<file path="src/logic/mchan_cfg_pkg.sv">
// Widths, slot count and register map of the DMA command front end
package mchan_cfg_pkg;

   // **************************************************
   // Sizes
   // **************************************************
   localparam int unsigned NB_TRANSFERS   = 4;   // Transfer slots
   localparam int unsigned SID_WIDTH      = 2;   // Transfer ID bits
   localparam int unsigned PE_ID_WIDTH    = 2;   // Core ID bits
   localparam int unsigned DATA_WIDTH     = 32;  // Target data bus
   localparam int unsigned REG_ADD_WIDTH  = 4;   // Register offset bits
   localparam int unsigned LEN_WIDTH      = 16;  // Transfer length field
   localparam int unsigned TCDM_ADD_WIDTH = 12;  // Local memory address
   localparam int unsigned EXT_ADD_WIDTH  = 29;  // External address

   // **************************************************
   // Register map
   // **************************************************
   // Command register: read returns a SID, three writes enqueue a transfer
   localparam logic [REG_ADD_WIDTH-1:0] CMD_REG_ADDR    = 4'h0;
   // Status register: read returns done/alloc bits, write clears slots
   localparam logic [REG_ADD_WIDTH-1:0] STATUS_REG_ADDR = 4'h4;

   localparam int unsigned ALLOC_STATUS_LSB = 16;  // Alloc bits start here

   // Unused high bits of a command word
   localparam int unsigned CMD_SPARE_WIDTH = DATA_WIDTH - LEN_WIDTH - 5;

endpackage
</file>
<file path="src/logic/mchan_types_pkg.sv">
// Packed structs for target access, descriptor, completion and status, control-word union
package mchan_types_pkg;
   import mchan_cfg_pkg::*;

   typedef logic [SID_WIDTH-1:0]    sid_t;
   typedef logic [PE_ID_WIDTH-1:0]  pe_id_t;
   typedef logic [NB_TRANSFERS-1:0] slot_vec_t;

   // **************************************************
   // Control target
   // **************************************************
   typedef struct packed {
      logic                     req;    // Access request
      logic                     rd;     // 1 = read, 0 = write
      logic [REG_ADD_WIDTH-1:0] addr;   // Register offset
      logic [DATA_WIDTH-1:0]    wdata;
      pe_id_t                   id;     // Issuing core
   } ctrl_req_t;

   typedef struct packed {
      logic                  r_valid;
      logic [DATA_WIDTH-1:0] r_data;
      pe_id_t                id;        // Echo of the granted core ID
   } ctrl_rsp_t;

   // First word of a command, length sits at bit 0
   typedef struct packed {
      logic [CMD_SPARE_WIDTH-1:0] spare;
      logic                       ble;  // Broadcast enable
      logic                       ile;  // Interrupt enable
      logic                       ele;  // Event enable
      logic                       inc;  // Incremental addressing
      logic                       opc;  // Direction
      logic [LEN_WIDTH-1:0]       len;  // Bytes
   } cmd_word_t;

   // Same write word, read either as command or as address
   typedef union packed {
      cmd_word_t             cmd;
      logic [DATA_WIDTH-1:0] addr;
   } ctrl_word_u;

   // **************************************************
   // Back end side
   // **************************************************
   typedef struct packed {
      sid_t                      sid;
      logic [LEN_WIDTH-1:0]      len;       // Length minus one
      logic                      opc;
      logic                      inc;
      logic                      ele;
      logic                      ile;
      logic                      ble;
      logic [TCDM_ADD_WIDTH-1:0] tcdm_add;
      logic [EXT_ADD_WIDTH-1:0]  ext_add;
   } dma_desc_t;

   typedef struct packed {
      logic valid;
      sid_t sid;
   } done_t;

   typedef struct packed {
      logic [DATA_WIDTH-ALLOC_STATUS_LSB-NB_TRANSFERS-1:0] rsvd_hi;
      slot_vec_t                                           alloc;
      logic [ALLOC_STATUS_LSB-NB_TRANSFERS-1:0]            rsvd_lo;
      slot_vec_t                                           done;
   } status_word_t;

endpackage

</file>
<file path="src/logic/mchan_ctrl_top.sv">
// DMA command front end top level: decoder, assembler, allocator, slots and status collector
`timescale 1ns/10ps

module mchan_ctrl_top
(
   input  logic                        clk_i,
   input  logic                        rst_ni,
   input  mchan_types_pkg::ctrl_req_t  ctrl_req_i,
   output logic                        ctrl_gnt_o,
   output mchan_types_pkg::ctrl_rsp_t  ctrl_rsp_o,
   output mchan_types_pkg::dma_desc_t  desc_o,
   output logic                        desc_valid_o,
   input  logic                        desc_ready_i,
   input  mchan_types_pkg::done_t      done_i
);
   import mchan_cfg_pkg::*;
   import mchan_types_pkg::*;

   logic         alloc_req;
   logic         alloc_gnt;      // Granted ID read, also restarts the assembler
   sid_t         cur_sid;
   logic         cmd_wr;
   ctrl_word_u   cmd_word;
   logic         cmd_ready;
   slot_vec_t    clear_vec;
   slot_vec_t    alloc_vec;
   slot_vec_t    allocated_vec;
   slot_vec_t    done_vec;
   slot_vec_t    free_vec;
   status_word_t status_word;

   ctrl_target_decoder ctrl_target_decoder_inst
   (
      .clk_i       ( clk_i        ),
      .rst_ni      ( rst_ni       ),
      .ctrl_req_i  ( ctrl_req_i   ),
      .ctrl_gnt_o  ( ctrl_gnt_o   ),
      .ctrl_rsp_o  ( ctrl_rsp_o   ),
      .status_i    ( status_word  ),
      .sid_i       ( cur_sid      ),
      .alloc_req_o ( alloc_req    ),
      .alloc_gnt_i ( alloc_gnt    ),
      .cmd_wr_o    ( cmd_wr       ),
      .cmd_word_o  ( cmd_word     ),
      .cmd_ready_i ( cmd_ready    ),
      .clear_o     ( clear_vec    )
   );

   desc_assembler desc_assembler_inst
   (
      .clk_i        ( clk_i        ),
      .rst_ni       ( rst_ni       ),
      .restart_i    ( alloc_gnt    ),
      .cmd_wr_i     ( cmd_wr       ),
      .cmd_word_i   ( cmd_word     ),
      .cmd_ready_o  ( cmd_ready    ),
      .sid_i        ( cur_sid      ),
      .desc_o       ( desc_o       ),
      .desc_valid_o ( desc_valid_o ),
      .desc_ready_i ( desc_ready_i )
   );

   sid_allocator sid_allocator_inst
   (
      .clk_i       ( clk_i     ),
      .rst_ni      ( rst_ni    ),
      .alloc_req_i ( alloc_req ),
      .free_i      ( free_vec  ),
      .alloc_gnt_o ( alloc_gnt ),
      .alloc_o     ( alloc_vec ),
      .sid_o       ( cur_sid   )
   );

   // **************************************************
   // One slot per transfer ID
   // **************************************************
   for (genvar i = 0; i < NB_TRANSFERS; i++)
   begin : g_slot
      transfer_slot #(.SLOT_IDX(i)) transfer_slot_inst
      (
         .clk_i       ( clk_i            ),
         .rst_ni      ( rst_ni           ),
         .alloc_i     ( alloc_vec[i]     ),
         .clear_i     ( clear_vec[i]     ),
         .done_i      ( done_i           ),
         .allocated_o ( allocated_vec[i] ),
         .done_o      ( done_vec[i]      )
      );
   end

   status_collector status_collector_inst
   (
      .allocated_i ( allocated_vec ),
      .done_i      ( done_vec      ),
      .free_o      ( free_vec      ),
      .status_o    ( status_word   )
   );

endmodule

</file>
<file path="src/logic/status_collector.sv">
// Status collector: free vector and packed status word from the slot states
`timescale 1ns/10ps

module status_collector
(
   input  mchan_types_pkg::slot_vec_t    allocated_i,
   input  mchan_types_pkg::slot_vec_t    done_i,
   output mchan_types_pkg::slot_vec_t    free_o,
   output mchan_types_pkg::status_word_t status_o
);

   assign free_o = ~allocated_i;   // Feeds the allocator

   // Done bits low, alloc bits from the upper half
   always_comb
   begin
      status_o         = '0;
      status_o.done    = done_i;
      status_o.alloc   = allocated_i;
   end

endmodule

</file>
<file path="src/logic/transfer_slot.sv">
// Transfer slot: allocated and done state of one transfer ID
`timescale 1ns/10ps

module transfer_slot
#(
   parameter int unsigned SLOT_IDX = 0
)
(
   input  logic                   clk_i,
   input  logic                   rst_ni,
   input  logic                   alloc_i,
   input  logic                   clear_i,
   input  mchan_types_pkg::done_t done_i,
   output logic                   allocated_o,
   output logic                   done_o
);
   import mchan_types_pkg::*;

   logic allocated_q;
   logic done_q;
   logic done_hit;

   // Reports for free slots are dropped
   assign done_hit = done_i.valid && (done_i.sid == sid_t'(SLOT_IDX)) && allocated_q;

   always_ff @(posedge clk_i, negedge rst_ni)
   begin
      if (!rst_ni)
      begin
         allocated_q <= 1'b0;
         done_q      <= 1'b0;
      end
      else
      begin
         if (alloc_i)
            allocated_q <= 1'b1;
         else if (clear_i)
            allocated_q <= 1'b0;

         if (clear_i)
            done_q <= 1'b0;   // Clear wins over a same-cycle report
         else if (done_hit)
            done_q <= 1'b1;
      end
   end

   assign allocated_o = allocated_q;
   assign done_o      = done_q;

endmodule

</file>
<file path="src/logic/sid_allocator.sv">
// Transfer ID allocator: lowest-free slot pick, one-hot alloc and current SID register
`timescale 1ns/10ps

module sid_allocator
(
   input  logic                       clk_i,
   input  logic                       rst_ni,
   input  logic                       alloc_req_i,
   input  mchan_types_pkg::slot_vec_t free_i,
   output logic                       alloc_gnt_o,
   output mchan_types_pkg::slot_vec_t alloc_o,
   output mchan_types_pkg::sid_t      sid_o
);
   import mchan_cfg_pkg::*;
   import mchan_types_pkg::*;

   sid_t lowest_free;
   sid_t sid_q;

   // Downward scan leaves the lowest free index
   always_comb
   begin
      lowest_free = '0;
      for (int i = NB_TRANSFERS - 1; i >= 0; i--)
      begin
         if (free_i[i])
         begin
            lowest_free = sid_t'(i);
         end
      end
   end

   assign alloc_gnt_o = alloc_req_i && (|free_i);
   assign alloc_o     = alloc_gnt_o ? (slot_vec_t'(1) << lowest_free) : '0;

   // Current transfer ID
   always_ff @(posedge clk_i, negedge rst_ni)
   begin
      if (!rst_ni)
      begin
         sid_q <= '0;
      end
      else if (alloc_gnt_o)
      begin
         sid_q <= lowest_free;
      end
   end

   assign sid_o = sid_q;

endmodule

</file>
<file path="src/logic/desc_assembler.sv">
// Command-word sequencer and descriptor output register with valid/ready handshake
`timescale 1ns/10ps

module desc_assembler
(
   input  logic                        clk_i,
   input  logic                        rst_ni,
   input  logic                        restart_i,
   input  logic                        cmd_wr_i,
   input  mchan_types_pkg::ctrl_word_u cmd_word_i,
   output logic                        cmd_ready_o,
   input  mchan_types_pkg::sid_t       sid_i,
   output mchan_types_pkg::dma_desc_t  desc_o,
   output logic                        desc_valid_o,
   input  logic                        desc_ready_i
);
   import mchan_cfg_pkg::*;
   import mchan_types_pkg::*;

   typedef enum logic [1:0] {
      PH_CMD,    // Expect command word
      PH_TCDM,   // Expect local address
      PH_EXT     // Expect external address
   } phase_e;

   phase_e                    phase_q;
   cmd_word_t                 cmd_q;
   logic [TCDM_ADD_WIDTH-1:0] tcdm_q;
   dma_desc_t                 desc_q;
   logic                      desc_valid_q;
   logic                      desc_load;

   // Only the last word needs room in the descriptor register
   assign cmd_ready_o = (phase_q != PH_EXT) || !desc_valid_q || desc_ready_i;
   assign desc_load   = cmd_wr_i && (phase_q == PH_EXT);

   // **************************************************
   // Phase sequencing
   // **************************************************
   always_ff @(posedge clk_i, negedge rst_ni)
   begin
      if (!rst_ni)
      begin
         phase_q <= PH_CMD;
      end
      else if (restart_i)
      begin
         phase_q <= PH_CMD;   // New SID taken, start over
      end
      else if (cmd_wr_i)
      begin
         case (phase_q)
            PH_CMD:  phase_q <= PH_TCDM;
            PH_TCDM: phase_q <= PH_EXT;
            default: phase_q <= PH_CMD;
         endcase
      end
   end

   // Word capture, union read by phase
   always_ff @(posedge clk_i)
   begin
      if (cmd_wr_i && (phase_q == PH_CMD))
      begin
         cmd_q <= cmd_word_i.cmd;
      end
      if (cmd_wr_i && (phase_q == PH_TCDM))
      begin
         tcdm_q <= cmd_word_i.addr[TCDM_ADD_WIDTH-1:0];
      end
   end

   // **************************************************
   // Descriptor register
   // **************************************************
   always_ff @(posedge clk_i, negedge rst_ni)
   begin
      if (!rst_ni)
      begin
         desc_valid_q <= 1'b0;
      end
      else if (desc_load)
      begin
         desc_valid_q <= 1'b1;
      end
      else if (desc_ready_i)
      begin
         desc_valid_q <= 1'b0;   // Accepted
      end
   end

   always_ff @(posedge clk_i)
   begin
      if (desc_load)
      begin
         desc_q.sid      <= sid_i;
         desc_q.len      <= cmd_q.len - 1'b1;   // Stored minus one
         desc_q.opc      <= cmd_q.opc;
         desc_q.inc      <= cmd_q.inc;
         desc_q.ele      <= cmd_q.ele;
         desc_q.ile      <= cmd_q.ile;
         desc_q.ble      <= cmd_q.ble;
         desc_q.tcdm_add <= tcdm_q;
         desc_q.ext_add  <= cmd_word_i.addr[EXT_ADD_WIDTH-1:0];
      end
   end

   assign desc_o       = desc_q;
   assign desc_valid_o = desc_valid_q;

endmodule

</file>
<file path="src/logic/ctrl_target_decoder.sv">
// Control target decoder: operation decode, per-operation grant and registered response
`timescale 1ns/10ps

module ctrl_target_decoder
(
   input  logic                          clk_i,
   input  logic                          rst_ni,
   input  mchan_types_pkg::ctrl_req_t    ctrl_req_i,
   output logic                          ctrl_gnt_o,
   output mchan_types_pkg::ctrl_rsp_t    ctrl_rsp_o,
   input  mchan_types_pkg::status_word_t status_i,
   input  mchan_types_pkg::sid_t         sid_i,
   output logic                          alloc_req_o,
   input  logic                          alloc_gnt_i,
   output logic                          cmd_wr_o,
   output mchan_types_pkg::ctrl_word_u   cmd_word_o,
   input  logic                          cmd_ready_i,
   output mchan_types_pkg::slot_vec_t    clear_o
);
   import mchan_cfg_pkg::*;
   import mchan_types_pkg::*;

   logic                  cmd_sel;
   logic                  status_sel;
   logic                  id_rd;
   logic                  cmd_wr;
   logic                  status_rd;
   logic                  clr_wr;
   logic                  rsp_valid_q;
   logic                  rsp_is_id_q;     // Response carries the new SID
   pe_id_t                rsp_id_q;
   logic [DATA_WIDTH-1:0] rsp_data_q;

   // **************************************************
   // Address and type decode
   // **************************************************
   assign cmd_sel    = ctrl_req_i.req && (ctrl_req_i.addr == CMD_REG_ADDR);
   assign status_sel = ctrl_req_i.req && (ctrl_req_i.addr == STATUS_REG_ADDR);

   assign id_rd     = cmd_sel    &&  ctrl_req_i.rd;   // Retrieve transfer ID
   assign cmd_wr    = cmd_sel    && !ctrl_req_i.rd;   // Enqueue command word
   assign status_rd = status_sel &&  ctrl_req_i.rd;
   assign clr_wr    = status_sel && !ctrl_req_i.rd;   // Free slots

   // Grant per operation, unmapped offsets stay ungranted
   always_comb
   begin
      ctrl_gnt_o = 1'b0;
      if (id_rd)
      begin
         ctrl_gnt_o = alloc_gnt_i;   // Stalls while all slots busy
      end
      else if (cmd_wr)
      begin
         ctrl_gnt_o = cmd_ready_i;   // Stalls on a held descriptor
      end
      else if (status_rd || clr_wr)
      begin
         ctrl_gnt_o = 1'b1;
      end
   end

   assign alloc_req_o = id_rd;
   assign cmd_wr_o    = cmd_wr && cmd_ready_i;
   assign cmd_word_o  = ctrl_req_i.wdata;
   assign clear_o     = clr_wr ? ctrl_req_i.wdata[NB_TRANSFERS-1:0] : '0;

   // **************************************************
   // Response, one cycle after grant
   // **************************************************
   always_ff @(posedge clk_i, negedge rst_ni)
   begin
      if (!rst_ni)
      begin
         rsp_valid_q <= 1'b0;
         rsp_is_id_q <= 1'b0;
      end
      else
      begin
         rsp_valid_q <= ctrl_gnt_o;
         rsp_is_id_q <= ctrl_gnt_o && id_rd;
      end
   end

   always_ff @(posedge clk_i)
   begin
      if (ctrl_gnt_o)
      begin
         rsp_id_q   <= ctrl_req_i.id;
         rsp_data_q <= status_rd ? DATA_WIDTH'(status_i) : '0;
      end
   end

   // The allocator stores the SID on the grant edge
   always_comb
   begin
      ctrl_rsp_o.r_valid = rsp_valid_q;
      ctrl_rsp_o.id      = rsp_id_q;
      if (rsp_is_id_q)
      begin
         ctrl_rsp_o.r_data = DATA_WIDTH'(sid_i);
      end
      else
      begin
         ctrl_rsp_o.r_data = rsp_data_q;
      end
   end

endmodule

</file>
<file path="config.mk">
export PLATFORM = sky130hd
export DESIGN_NAME = mchan_ctrl_top
export DESIGN_NICKNAME = d
export VERILOG_FILES = /design/src/logic/mchan_cfg_pkg.sv /design/src/logic/mchan_types_pkg.sv /design/src/logic/mchan_ctrl_top.sv /design/src/logic/status_collector.sv /design/src/logic/transfer_slot.sv /design/src/logic/sid_allocator.sv /design/src/logic/desc_assembler.sv /design/src/logic/ctrl_target_decoder.sv
export SDC_FILE = /design/constraint.sdc
export NUM_CORES = 1
export LEC_CHECK = 0
export BUFFER_PORTS_ARGS = -buffer_cell sky130_fd_sc_hd__buf_2
export CAP_MARGIN = 20
export CORE_UTILIZATION = 58
export DETAILED_ROUTE_END_ITERATION = 8
export HOLD_SLACK_MARGIN = 0.03
export PLACE_DENSITY = 0.84
export SYNTH_ARGS = -nofsm -noshare
export SYNTH_HDL_FRONTEND = slang
export SYNTH_HIERARCHICAL = 1
export SYNTH_SLANG_ARGS = --single-unit
</file>
<file path="constraint.sdc">
create_clock -name clk_i -period 5.9 [get_ports clk_i]
set_input_delay 0.295 -clock clk_i [delete_from_list [all_inputs] [get_ports clk_i]]
set_output_delay 0.295 -clock clk_i [all_outputs]
set_load 0.05 [all_outputs]
</file>
==> impl_metrics.csv <==
group,metric,value,unit
cts,clock-root-buffer,"clkbuf_8",
global_routing,grt_max_degree,66,
timing,setup_violations,0,
setup_path,crit_chain,"buf_2, nor4b_4, buf_4, and3b_1, o41a_1, mux2_2, o21a_1, buf_2",
floorplan,dieWidth,103,um
routing,drc_errors,0,
timing,report.final.slew_viol_count,0,
pwr,p_total,2290,uW
setup_path,cp_top_family,"compound AO/OA/AOI/OAI gates",
synth,syn_area_per_cell,15.5,um2
cts,cts_resized,0,
run,cap_violations,0,
final_layout,drive_gt1_frac,0.360,
setup_path,cp_num_buf_inv,3,
timing,fin_crit,3.29,ns
routing,vias_per_cell,4.84,
routing,vias,3282,
final_layout,layout.nets,579,
setup_path,cp-end-kind,"output pin",
worst_hold_path,hold_path_class,"primary input to flip-flop",
setup_path,cpPeakStageDelay,0.71,ns
routing,totalWireLength,10200,um
cts,htreeDepth,4,
floorplan,dieArea,0.0106,mm2
cts,clk_pin_slew_worst_paths,0.05,ns
routing,drtIter0Drc,166,
timing,period_share,0.558,
timing,relSlewSlack,0.355,
floorplan,ios,147,
floorplan,die_height,103,um
timing,rsz0062_at_grt,"no",
setup_path,crit_type,"primary input to output pin",
setup_path,start_kind,"primary input",
setup_path,crit_slowest_cell,"o21a_1",
timing,worst_slew_pin_slew,0.967,ns
placement,gp_congestion,0.828,
routing,dr.pass1.iters,4,
cts,cts_max_path_buffers,2,
final_layout,layout.cells.non_filler,678,
pwr,vdd_ir_drop_max,0.000183,V
timing,fin_tns_setup,0,ns
cts,clock_latency,0.52,ns
global_routing,grt_usage,0.201,
routing,wire_per_inst,15.0,um
final_layout,utilization,0.746,
final_layout,final_cell_mix,"143 x buf_2, 131 x edfxtp_1, 37 x and3_1, 32 x nor2b_1, 32 x dlygate4sd3_1",
synth,syn_inst,383,
routing,ant_nets,0,
floorplan,initial_utilization,0.603,
timing,hold_viol,0,
setup_path,cp_common_cell,"buf_2",
final_layout,layout_commonest_cell,"buf_2",
synth,ys_warn_count,6,
cts,cts.sinks,146,
cts,numCtsBuffers,17,
setup_path,arrival,2.99,ns
cts,cts_tree,"done",
floorplan,placementRows,36,
final_layout,fillers,595,
status,outcome,"complete, no violations",
pwr,p_per_area,312,mW/mm2
placement,port_buffers,143,
timing,fmax,304,MHz
placement,dpl.hpwl,6440,um
placement,dpl.cell_count,613,
pwr,power_leakage,0.00298,uW
final_layout,syn_to_final_growth,23.6,%
final_layout,n_antenna_cell,0,
timing,skew,0.00633,ns
global_routing,antenna_found_initial,0,
setup_path,crit_fanout,40,
floorplan,core_area,0.00982,mm2
global_routing,overflow,0,
global_routing,grt_pass1_vias,3219,
synth,synth_area,0.00592,mm2
global_routing,grt_pass1_wl,15200,um
setup_path,crit_required,5.61,ns
[final timing paths]
kind	depth (start not counted)	slack (ns)	startpoint	to
setup / recovery	8	2.61	ctrl_req_i[35]	ctrl_gnt_o
hold / removal	3	0.09	done_i[0]	g_slot[1].transfer_slot_inst/done_o
setup reg to reg	5	3.47	g_slot[0].transfer_slot_inst/allocated_o	ctrl_target_decoder_inst/rsp_data_q[1]
hold reg to reg	0	0.42	desc_assembler_inst/tcdm_q[11]	desc_assembler_inst/desc_o[40]
max in group asynchronous	2	5.42	rst_ni	g_slot[2].transfer_slot_inst/allocated_o
min in group asynchronous	2	0.21	rst_ni	g_slot[0].transfer_slot_inst/allocated_o
[registers in the layout, summed over array words and instances (netlist names)]
name / cells
desc_assembler_inst/desc_valid_o: 1
ctrl_target_decoder_inst/rsp_valid_q: 1
g_slot.transfer_slot_inst/allocated_o: 4
g_slot.transfer_slot_inst/done_o: 4
ctrl_target_decoder_inst/rsp_id_q: 2
desc_assembler_inst/cmd_q: 21
desc_assembler_inst/tcdm_q: 12
desc_assembler_inst/desc_o: 64
sid_allocator_inst/sid_o: 2
ctrl_target_decoder_inst/rsp_data_q: 32
ctrl_target_decoder_inst/rsp_is_id_q: 1
desc_assembler_inst/phase_q: 2
[through the flow]
stage / setup slack, ns / area (um2) / hold slack, ns
6_report: 2.61 / 7320 / 0.0855
3_5_place_dp: 2.62 / 6410 / 0.225
5_1_grt: 2.41 / 7320 / 0.0813
2_1_floorplan: 2.88 / 6010 / -0.000591
4_1_cts: 2.60 / 7310 / 0.0507
3_3_place_gp: 2.76 / 6410 / 0.215
[power breakdown]
part / switching, uW / internal (uW) / leakage [uW]
registers: 15.5 / 1140 / 0.00133
clock network: 397 / 624 / 0.000274
logic: 60.6 / 45.9 / 0.00138
total: 473 / 1810 / 0.00298
[worst reg2reg max path: cells and delay by family (launching register included)]
family | cells | cell delay [ns]
flops | 1 | 0.41
compound gates | 2 | 0.97
mux | 1 | 0.30
buf+inv | 2 | 0.49
[what timing repair did]
item	CTS	global route
setup buffers	0	0
hold buffers	32	0
endpoints found under the hold margin	79	0
[layer usage]
metal,part of all wire,vias up,GRT usage,routed length (um)
li1,-,1594,-,-
met1,0.41,1574,0.222,4130
met2,0.53,98,0.357,5350
met3,0.050,16,0.0556,512
met4,0.017,0,0.0964,177
met5,0,-,0,0
[layout make-up]
class | instances | area [um2] | share of cell area
Sequential cell | 146 | 4310 | 0.588
Multi-Input combinational cell | 171 | 1130 | 0.155
Timing Repair Buffer | 180 | 1080 | 0.147
Clock buffer | 20 | 445 | 0.0608
Tap cell | 133 | 166 | 0.0227
Clock inverter | 12 | 131 | 0.0179
Inverter | 16 | 60.1 | 0.00820
Power figures use the tool's default switching activity.
